[src/source/matrix_ctrl_pkg.sv]
//##########################################################################
// shared geometry, opcode and state encodings for the LED matrix front end
// imported by every RTL block and by the testbench
//##########################################################################
package matrix_ctrl_pkg;

    // panel geometry
    localparam int unsigned PIXEL_WIDTH = 16;
    localparam int unsigned PIXEL_HEIGHT = 8;
    localparam int unsigned BYTES_PER_PIXEL = 2;
    localparam int unsigned BRIGHTNESS_LEVELS = 6;

    localparam int unsigned ROW_BITS = $clog2(PIXEL_HEIGHT);
    localparam int unsigned COL_BITS = $clog2(PIXEL_WIDTH);
    localparam int unsigned SEL_BITS = $clog2(BYTES_PER_PIXEL);
    localparam int unsigned RAM_ADDR_BITS = ROW_BITS + COL_BITS + SEL_BITS;
    localparam int unsigned RAM_DEPTH = 1 << RAM_ADDR_BITS;

    // row and column bytes come ahead of the pixel data
    localparam int unsigned PIXEL_ARG_BYTES = 2 + BYTES_PER_PIXEL;
    localparam int unsigned PIXEL_CNT_BITS = $clog2(PIXEL_ARG_BYTES);

    // command bytes, printable ascii
    typedef enum logic [7:0] {
        RED_ON         = 8'h52,
        RED_OFF        = 8'h72,
        GREEN_ON       = 8'h47,
        GREEN_OFF      = 8'h67,
        BLUE_ON        = 8'h42,
        BLUE_OFF       = 8'h62,
        BRIGHT_BIT_1   = 8'h31,
        BRIGHT_BIT_2   = 8'h32,
        BRIGHT_BIT_3   = 8'h33,
        BRIGHT_BIT_4   = 8'h34,
        BRIGHT_BIT_5   = 8'h35,
        BRIGHT_BIT_6   = 8'h36,
        BRIGHT_NONE    = 8'h30,
        BRIGHT_ALL     = 8'h39,
        SET_BRIGHTNESS = 8'h54,
        BLANK_PANEL    = 8'h5a,
        WRITE_PIXEL    = 8'h50
    } opcode_e;

    typedef enum logic [1:0] {
        IDLE,
        GET_BRIGHTNESS,
        PIXEL,
        BLANK
    } ctrl_state_e;

    // packed in this order it is the frame RAM address
    typedef struct packed {
        logic [ROW_BITS-1:0] row;
        logic [COL_BITS-1:0] col;
        logic [SEL_BITS-1:0] sel;
    } pixel_addr_t;

    typedef struct packed {
        pixel_addr_t addr;
        logic [7:0]  data;
    } ram_write_t;

endpackage

[src/source/cmd_decoder.sv]
//##########################################################################
// command byte decoder with the ready/valid byte handshake
// holds the colour and brightness enables, hands argument bytes to writers
//##########################################################################
`timescale 1ns/10ps

module cmd_decoder
    import matrix_ctrl_pkg::*;
(
    input  logic                         clk_in,
    input  logic                         reset,
    input  logic [7:0]                   byte_in,
    input  logic                         byte_valid,
    output logic                         byte_ready,
    input  logic                         blank_done,
    input  logic                         pixel_done,
    output logic                         pixel_byte_strobe,
    output logic [7:0]                   pixel_byte,
    output logic                         blank_start,
    output logic [2:0]                   rgb_enable,
    output logic [BRIGHTNESS_LEVELS-1:0] brightness_enable
);

    ctrl_state_e                  state;
    ctrl_state_e                  state_next;
    opcode_e                      opcode;
    logic                         xfer;
    logic                         cmd_phase;
    logic [2:0]                   rgb_next;
    logic [BRIGHTNESS_LEVELS-1:0] bright_next;
    logic [2:0]                   toggle_k;

    assign opcode = opcode_e'(byte_in);
    assign byte_ready = (state != BLANK);
    assign xfer = byte_valid && byte_ready;

    // the cycle of the last pixel write already accepts the next opcode
    assign cmd_phase = (state == IDLE) || (state == PIXEL && pixel_done);

    assign pixel_byte_strobe = xfer && (state == PIXEL) && !pixel_done;
    assign pixel_byte = byte_in;
    assign blank_start = xfer && cmd_phase && (opcode == BLANK_PANEL);

    always_comb begin
        state_next = state;
        rgb_next = rgb_enable;
        bright_next = brightness_enable;
        toggle_k = 3'd0;

        case (state)
            GET_BRIGHTNESS: begin
                if (xfer) begin
                    bright_next = byte_in[BRIGHTNESS_LEVELS-1:0];
                    state_next = IDLE;
                end
            end
            PIXEL: if (pixel_done) state_next = IDLE;
            BLANK: if (blank_done) state_next = IDLE;
            default: ;
        endcase

        if (xfer && cmd_phase) begin
            case (opcode)
                RED_ON:         rgb_next[0] = 1'b1;
                RED_OFF:        rgb_next[0] = 1'b0;
                GREEN_ON:       rgb_next[1] = 1'b1;
                GREEN_OFF:      rgb_next[1] = 1'b0;
                BLUE_ON:        rgb_next[2] = 1'b1;
                BLUE_OFF:       rgb_next[2] = 1'b0;
                BRIGHT_BIT_1:   toggle_k = 3'd1;
                BRIGHT_BIT_2:   toggle_k = 3'd2;
                BRIGHT_BIT_3:   toggle_k = 3'd3;
                BRIGHT_BIT_4:   toggle_k = 3'd4;
                BRIGHT_BIT_5:   toggle_k = 3'd5;
                BRIGHT_BIT_6:   toggle_k = 3'd6;
                BRIGHT_NONE:    bright_next = '0;
                BRIGHT_ALL:     bright_next = '1;
                SET_BRIGHTNESS: state_next = GET_BRIGHTNESS;
                BLANK_PANEL:    state_next = BLANK;
                WRITE_PIXEL:    state_next = PIXEL;
                // unknown bytes are dropped
                default: ;
            endcase
        end

        // bit k counts down from the msb
        if (toggle_k != 3'd0) begin
            bright_next[BRIGHTNESS_LEVELS - toggle_k] =
                ~brightness_enable[BRIGHTNESS_LEVELS - toggle_k];
        end
    end

    always_ff @(posedge clk_in) begin
        if (reset) begin
            state <= IDLE;
            rgb_enable <= 3'b111;
            brightness_enable <= '1;
        end else begin
            state <= state_next;
            rgb_enable <= rgb_next;
            brightness_enable <= bright_next;
        end
    end

endmodule

[src/source/matrix_ctrl.sv]
//##########################################################################
// LED matrix command front end: byte stream in, frame RAM writes out
// the blanker owns the RAM port while its sweep runs
//##########################################################################
`timescale 1ns/10ps

module matrix_ctrl
    import matrix_ctrl_pkg::*;
(
    input  logic                         clk_in,
    input  logic                         reset,
    input  logic [7:0]                   byte_in,
    input  logic                         byte_valid,
    output logic                         byte_ready,
    output logic [2:0]                   rgb_enable,
    output logic [BRIGHTNESS_LEVELS-1:0] brightness_enable,
    output ram_write_t                   ram_wr,
    output logic                         ram_we
);

    logic       pixel_byte_strobe;
    logic [7:0] pixel_byte;
    logic       pixel_done;
    logic       blank_start;
    logic       blank_done;
    logic       blank_active;
    ram_write_t pixel_wr;
    ram_write_t blank_wr;
    logic       pixel_we;
    logic       blank_we;

    cmd_decoder i_cmd_decoder (
        .clk_in           (clk_in),
        .reset            (reset),
        .byte_in          (byte_in),
        .byte_valid       (byte_valid),
        .byte_ready       (byte_ready),
        .blank_done       (blank_done),
        .pixel_done       (pixel_done),
        .pixel_byte_strobe(pixel_byte_strobe),
        .pixel_byte       (pixel_byte),
        .blank_start      (blank_start),
        .rgb_enable       (rgb_enable),
        .brightness_enable(brightness_enable)
    );

    pixel_writer i_pixel_writer (
        .clk_in           (clk_in),
        .reset            (reset),
        .pixel_byte_strobe(pixel_byte_strobe),
        .pixel_byte       (pixel_byte),
        .pixel_wr         (pixel_wr),
        .pixel_we         (pixel_we),
        .pixel_done       (pixel_done)
    );

    panel_blanker i_panel_blanker (
        .clk_in      (clk_in),
        .reset       (reset),
        .blank_start (blank_start),
        .blank_wr    (blank_wr),
        .blank_we    (blank_we),
        .blank_active(blank_active),
        .blank_done  (blank_done)
    );

    // RAM write source select
    always_comb begin
        if (blank_active) begin
            ram_wr = blank_wr;
            ram_we = blank_we;
        end else begin
            ram_wr = pixel_wr;
            ram_we = pixel_we;
        end
    end

endmodule

[src/source/panel_blanker.sv]
//##########################################################################
// BLANK_PANEL sweep, one zero write per cycle over the whole frame RAM
//##########################################################################
`timescale 1ns/10ps

module panel_blanker
    import matrix_ctrl_pkg::*;
(
    input  logic       clk_in,
    input  logic       reset,
    input  logic       blank_start,
    output ram_write_t blank_wr,
    output logic       blank_we,
    output logic       blank_active,
    output logic       blank_done
);

    logic [RAM_ADDR_BITS-1:0] addr_q;

    assign blank_wr.addr = pixel_addr_t'(addr_q);
    assign blank_wr.data = 8'h00;
    assign blank_we = blank_active;
    assign blank_done = blank_active && (addr_q == RAM_ADDR_BITS'(RAM_DEPTH - 1));

    always_ff @(posedge clk_in) begin
        if (reset) begin
            addr_q <= '0;
            blank_active <= 1'b0;
        end else if (blank_start) begin
            addr_q <= '0;
            blank_active <= 1'b1;
        end else if (blank_active) begin
            addr_q <= addr_q + 1'b1;
            if (blank_done) blank_active <= 1'b0;
        end
    end

endmodule

[src/source/pixel_writer.sv]
//##########################################################################
// WRITE_PIXEL argument collector: row, column, then the pixel data bytes
// each data byte becomes one frame RAM write the cycle after it arrives
//##########################################################################
`timescale 1ns/10ps

module pixel_writer
    import matrix_ctrl_pkg::*;
(
    input  logic       clk_in,
    input  logic       reset,
    input  logic       pixel_byte_strobe,
    input  logic [7:0] pixel_byte,
    output ram_write_t pixel_wr,
    output logic       pixel_we,
    output logic       pixel_done
);

    logic [PIXEL_CNT_BITS-1:0] byte_cnt;
    logic [PIXEL_CNT_BITS-1:0] data_idx;
    logic [ROW_BITS-1:0]       row_q;
    logic [COL_BITS-1:0]       col_q;
    logic                      last_byte;

    assign data_idx = byte_cnt - PIXEL_CNT_BITS'(2);
    assign last_byte = (byte_cnt == PIXEL_CNT_BITS'(PIXEL_ARG_BYTES - 1));

    always_ff @(posedge clk_in) begin
        if (reset) begin
            byte_cnt <= '0;
            pixel_we <= 1'b0;
            pixel_done <= 1'b0;
        end else begin
            pixel_we <= 1'b0;
            pixel_done <= 1'b0;
            if (pixel_byte_strobe) begin
                if (last_byte) begin
                    byte_cnt <= '0;
                end else begin
                    byte_cnt <= byte_cnt + 1'b1;
                end
                pixel_we <= (byte_cnt >= PIXEL_CNT_BITS'(2));
                pixel_done <= last_byte;
            end
        end
    end

    // address fields and write payload
    always_ff @(posedge clk_in) begin
        if (pixel_byte_strobe) begin
            if (byte_cnt == '0) begin
                row_q <= pixel_byte[ROW_BITS-1:0];
            end else if (byte_cnt == PIXEL_CNT_BITS'(1)) begin
                col_q <= pixel_byte[COL_BITS-1:0];
            end else begin
                pixel_wr.addr.row <= row_q;
                pixel_wr.addr.col <= col_q;
                // inverted select keeps byte 0 in the upper slot
                pixel_wr.addr.sel <= ~data_idx[SEL_BITS-1:0];
                pixel_wr.data <= pixel_byte;
            end
        end
    end

endmodule
[config.mk]
export PLATFORM = sky130hd
export DESIGN_NAME = matrix_ctrl
export DESIGN_NICKNAME = d
export VERILOG_FILES = /design/src/source/matrix_ctrl_pkg.sv /design/src/source/cmd_decoder.sv /design/src/source/matrix_ctrl.sv /design/src/source/panel_blanker.sv /design/src/source/pixel_writer.sv
export SDC_FILE = /design/constraint.sdc
export NUM_CORES = 1
export LEC_CHECK = 0
export BUFFER_PORTS_ARGS = -buffer_cell sky130_fd_sc_hd__buf_4
export CORE_ASPECT_RATIO = 2
export CORE_MARGIN = 1.5
export CORE_UTILIZATION = 50
export CTS_BUF_LIST = sky130_fd_sc_hd__clkbuf_4 sky130_fd_sc_hd__clkbuf_8
export CTS_CLUSTER_DIAMETER = 200
export DETAILED_ROUTE_END_ITERATION = 10
export PLACE_DENSITY = 0.69
export SETUP_SLACK_MARGIN = 0.1
export SLEW_MARGIN = 20
export SYNTH_ARGS = -nofsm -noshare
export SYNTH_HDL_FRONTEND = slang
export SYNTH_SLANG_ARGS = --single-unit
[constraint.sdc]
create_clock -name clk_in -period 4.2 [get_ports clk_in]
set_input_delay 1.26 -clock clk_in [delete_from_list [all_inputs] [get_ports clk_in]]
set_output_delay 1.26 -clock clk_in [all_outputs]
set_load 0.1 [all_outputs]
==> Word-level counts from Yosys, hierarchy flattened <==
Cells that the tools add are included.
{ "totals": {"reg_bits": 47} }
{ "op_classes": {"magnitude_cmp": 3, "reduce_logical": 24, "muxes": 27, "n_addsub": 4, "n_eq_ne": 24, "bitwise": 5} }
{ "ops": {"columns": ["op", "count"], "rows": [
  ["$eq A8 B7 Y1 const B", 9],
  ["$eq A8 B6 Y1 const B", 8],
  ["$ge A32 B1 Y1 const B", 1],
  ["$lt A32 B4 Y1 const B", 1],
  ["$mux W6", 4],
  ["$pmux W3 S6", 1],
  ["$mux W16", 1],
  ["$pmux W2 S3", 2],
  ["$pmux W6 S2", 1],
  ["$mux W2", 5],
  ["$add A8 B1 Y8 const B", 1],
  ["$eq A8 B8 Y1 const B", 1],
  ["$logic_and A1 B1 Y1", 8],
  ["$reduce_and A2 Y1", 4],
  ["$bwmux W6", 1],
  ["$eq A2 B2 Y1 const B", 3],
  ["$mux W1", 6],
  ["$pmux W1 S2", 3],
  ["$reduce_and A3 Y1", 2],
  ["$reduce_bool A2 Y1", 3],
  ["$not A1 Y1", 5],
  ["$eq A2 B1 Y1 const B", 2],
  ["$logic_not A2 Y1", 2],
  ["$reduce_or A2 Y1", 2],
  ["11 further kinds", 11]
]} }

==> Depth between registers and ports, before layout <==
{ "depth": {"depth_word": 12, "ltp_mapped": 11} }

==> Modules after synthesis <==
Synthesis repeated with hierarchy kept, for this count alone.
{ "unflattened": {"hier_cells": 253, "area_unflattened_um2": 2696.3} }
{ "by_module_without_submodules": {"columns": ["mod", "seq_area_each_um2", "n_inst", "cells_per_inst", "area_per_inst_um2"], "rows": [
  ["cmd_decoder", 220.2, 1, 136, 1059.8],
  ["pixel_writer", 770.7, 1, 43, 905.9],
  ["panel_blanker", 180.2, 1, 55, 470.5],
  ["matrix_ctrl", 0.0, 1, 19, 260.2]
]} }

==> Least setup slack after synthesis <==
No wires, ideal clock.
{ "synth_path": {"path_type": "input port to flip-flop", "startpoint": "input byte_in[7]", "endpoint": "register i_cmd_decoder.brightness_enable[5]", "n_path_buf": 1, "setup_slack_ns": 0.691, "stages": 9, "arrival_ns": 3.395, "path_cell_list": "or3b_4 > nor4_4 > and3_1 > buf_2 > ha_1 > nor2_1 > mux2_4 > a311o_1 > a21o_1"} }
{ "synth_via": {"elab_chain_cells": 10, "word_cells_on_any_way": 24, "classes_between": "1 x add/sub; 2 x order compare; 8 x eq/ne; 10 x mux; 1 x bitwise; 2 x reduce/logical"} }
{ "synth_rtl": {"columns": ["element", "line_no", "rtl"], "rows": [
  ["from (decl)", "matrix_ctrl.sv:12", "input logic [7:0] byte_in,"],
  ["$eq A8 B6 Y1", "cmd_decoder.sv:63", "case (opcode)"],
  ["$pmux W3 S6", "cmd_decoder.sv:63", null],
  ["$mux W3", "cmd_decoder.sv:62", "if (xfer && cmd_phase) begin"],
  ["$sub A3 B3 Y4", "cmd_decoder.sv:88, cmd_decoder.sv:89", null],
  ["$ge A32 B1 Y1 (implied by the code) / $lt A32 B4 Y1 (equally long branches)", "cmd_decoder.sv:88", "bright_next[BRIGHTNESS_LEVELS - toggle_k] ="],
  ["$logic_and A1 B1 Y1 (implied by the code)", "cmd_decoder.sv:88", null],
  ["$mux W1 (implied by the code)", "cmd_decoder.sv:88", null],
  ["$demux W1 S3", null, null],
  ["$bwmux W6", "cmd_decoder.sv:88", null],
  ["$mux W6 *", "cmd_decoder.sv:87", "if (toggle_k != 3'd0) begin"],
  ["to (signal assigned)", "cmd_decoder.sv:101", "brightness_enable <= bright_next;"],
  ["to (decl)", "cmd_decoder.sv:21", "output logic [BRIGHTNESS_LEVELS-1:0] brightness_enable"]
]} }
Mark *: on every way between the ends. The rest lies on a longest branch, timed or not. The select of a mux whose other input is x is not followed.
A chain may end at the register's enable or synchronous reset.

==> Final worst setup path <==
Ends and elaborated chain as after synthesis.

==> results.yml <==
timing:
  drv_slew: 0
  achievable-frequency_mhz: 284.2
  worst_slew_margin_rel: 0.4048
  setup-violations-final: 0
  rsz0062_at_grt: "false"
  finClkSkew_ns: 0.01205
  timing_worst_slew_pin_value_ns: 0.8917
  tns_ns: 0
  final.hold.worst_slack_ns: 0.4260
  hold_viol: 0
  final_period_minus_worst_setup_slack_ns: 3.519
  final_min_period_over_clock_period: 0.8379
synth:
  synth.net_count: 244
  synth-seq-cells: 47
  netlist_top_cells_area: "sky130_fd_sc_hd__edfxtp_1, sky130_fd_sc_hd__dfxtp_1, sky130_fd_sc_hd__mux2i_1, sky130_fd_sc_hd__mux2_2, sky130_fd_sc_hd__nor2_1"
  synth_cell_types: 41
  synth-seq-area-share: 0.4960
  synth_async_sr_flop_share: 0
  syn_inst_count: 226
  ys_dominant_reg_cell: "sky130_fd_sc_hd__dfxtp_1"
  post-synth-top-area-cell: "sky130_fd_sc_hd__edfxtp_1"
  count_of_flip_flops_with_a_built_in_enable_after_synthesis: 23
  synthesized_cell_area_um2: 2361
  synth-warning-count: 0
  synth.top_cell.area_share: 0.2925
  syn-mean-instance-area_um2: 10.45
grt:
  globalRoute.totalOverflow: 0
  grt_use_total: 0.2047
  number_of_global_route_vias_before_repair: 1626
  grt_start_max_net_pins: 25
  antenna_violations_before_repair: 0
  grt_pass1_wl_um: 7707
route:
  post-route-drc-count: 0
  via_count: 1800
  dr.pass1.iters: 4
  dr.first_iter.drc_count: 31
  drt-total-wl_um: 4954
  wl_per_cell_um: 15.53
  via_per_inst: 5.643
  antenna_violating_nets_post_route: 0
cts:
  post-cts-setup-buffer-count: 0
  cts_hold_buf: 0
  post_cts_resized: 0
  clkSlewWorstSetupHoldPaths_ns: 0.08
  ctsHtreeMaxLevel: 2
  tritoncts: "yes"
  clock-root-buffer: "sky130_fd_sc_hd__clkbuf_8"
  clock_insertion_delay_worst_skew_ns: 0.30
  cts.sink_count: 47
  clock_path_buffers: 2
  number_of_buffers_created_by_cts: 5
power:
  power_frac_clock: 0.330
  power.leakage_uw: 0.001056
  seq_power_share: 0.616
  netSwitchingFraction: 0.2213
  vdd_ir_drop_max_v: 0.0002133
  internal_power_uw: 605.6
  share_comb_of_total_power: 0.054
  switchingPower_uw: 172.1
  total_power_consumption_of_the_routed_design_uw: 777.8
  power-per-cell-area_nw_per_um2: 280.1
worst_setup_path:
  worstPathRequired_ns: 4.40
  nature_of_the_critical_path_startpoint: "input port"
  worstSetupEndpointType: "flip-flop"
  critical_path.max_fanout: 6
  worst-endpoint-arrival_ns: 3.72
  worst-setup-path-type: "input port to flip-flop"
outcome:
  outcome: "finished clean"
cells_and_area:
  multi_input_area_um2: 1134
  final_cells: 319
  post-route-cell-area_um2: 2776
  final_net_count: 281
  antenna_cells_inserted: 0
  fillCellCount: 407
  layout-drive-gt1-share: 0.2273
  area_growth_syn_to_layout_pct: 17.59
  final-seq-area_um2: 1171
hold_path:
  worst_hold_path_type: "flip-flop to flip-flop"
floorplanning:
  standard_cell_rows: 35
  design.die.area_um2: 5168
  die_height_um: 100.2
  initial_core_util: 0.5184
  top_level_pins: 38
  die-width_um: 51.59
  core_area_um2: 4554
placement:
  detailed_place.area_um2: 2693
  place.port_buffers: 37
  place_inst: 311
  hpwl_um: 3787
  routabilityCongestion: 0.8519
flow_run:
  max-cap-violations: 0
power by group through the flow:
stage                     Sequential (uW)  Combinational, uW  Clock [uW]
after CTS                             479               41.8         264
after global placement                490               41.5           0
final                                 479               42.0         257
after global routing                  479               44.9         287
after floorplan                       491               21.8           0
after detailed placement              490               41.6           0
sequential cells by signal, summed over array words and instances (netlist names):
signal / cells
i_panel_blanker.addr_q: 8
i_cmd_decoder.rgb_enable: 3
i_cmd_decoder.state: 2
i_pixel_writer.col_q: 4
i_pixel_writer.pixel_we: 1
i_pixel_writer.pixel_wr: 16
i_pixel_writer.row_q: 3
i_panel_blanker.blank_active: 1
i_cmd_decoder.brightness_enable: 6
i_pixel_writer.byte_cnt: 2
i_pixel_writer.pixel_done: 1
final timing paths:
path                            from                                  to  slack (ns)  depth (start not counted)
max                       byte_in[7]  i_cmd_decoder.brightness_enable[5]        0.68                          9
min reg2reg  i_pixel_writer.row_q[0]         i_pixel_writer.pixel_wr[13]        0.43                          0
min          i_pixel_writer.row_q[0]         i_pixel_writer.pixel_wr[13]        0.43                          0
max reg2reg   i_cmd_decoder.state[0]  i_cmd_decoder.brightness_enable[5]        1.36                          8
cell families after synthesis:
group	count (synthesis)	synth area share
simple gates	100	0.2417
compound gates	26	0.06942
flops	47	0.4960
mux	22	0.1002
xor+xnor	8	0.02968
fa+ha+maj	7	0.03709
buf+inv	16	0.02597
per-layer routing:
metal	vias to the layer above	share of wire	track usage
met5	-	0	0
met4	0	0.027	0.09919
met3	10	0.024	0.03423
met2	35	0.60	0.4063
met1	862	0.35	0.1857
li1	893	-	-
worst max-delay path, stage by stage:
cell and delay [ns]:
sky130_fd_sc_hd__buf_4 0.12, sky130_fd_sc_hd__or3b_4 0.40, sky130_fd_sc_hd__nor4_4 0.40, sky130_fd_sc_hd__and3_1 0.34, sky130_fd_sc_hd__ha_1 0.32, sky130_fd_sc_hd__nor2_1 0.07, sky130_fd_sc_hd__mux2_4 0.28, sky130_fd_sc_hd__a311o_1 0.35
sky130_fd_sc_hd__a21o_1 0.18
stage by stage:
stage	setup slack, ns	util
after global routing	0.5272	0.6096
after CTS	0.6923	0.6096
final	0.6810	0.6096
after floorplan	0.6914	-
after detailed placement	0.3722	0.5912
after global placement	0.3915	0.5912
cells in the final DEF (no fill, tap or decap), drive strengths merged, types with 2 or more instances in the layout:
cell,instances
xor2,3
nor4,4
and3,4
nor2b,11
nor4b,4
and4,3
dfxtp,24
a311oi,3
nand2b,2
a21o,2
nand3,6
nand4,5
nand3b,4
nor2,24
mux2i,12
nor3,9
a31oi,2
nor3b,4
nand2,16
o21ai,5
clkbuf,5
xnor2,5
mux2,10
clkinv,2
ha,7
inv,7
buf,39
edfxtp,23
a21oi,9
Yosys cell counts (all sizes together) (2+ instances only):
master / n
a31oi: 2
xor2: 3
dfxtp: 24
a21o: 2
nand2b: 2
nand2: 16
a21oi: 9
nor4: 4
buf: 2
nand3b: 4
nor3: 9
mux2i: 12
o21ai: 5
nand4: 5
xnor2: 5
and3: 4
ha: 7
inv: 7
clkbuf: 7
and4: 3
nor2: 24
nand3: 6
a311oi: 3
nor2b: 11
nor3b: 4
nor4b: 4
edfxtp: 23
mux2: 10
area by class of cell:
type,count,share of cell area
Sequential cell,47,0.4218
Tap cell,55,0.02479
Multi-Input combinational cell,163,0.4083
Timing Repair Buffer,39,0.1055
Clock buffer,5,0.02479
Inverter,7,0.009464
Clock inverter,3,0.005408
Power figures use the tool's default switching activity.
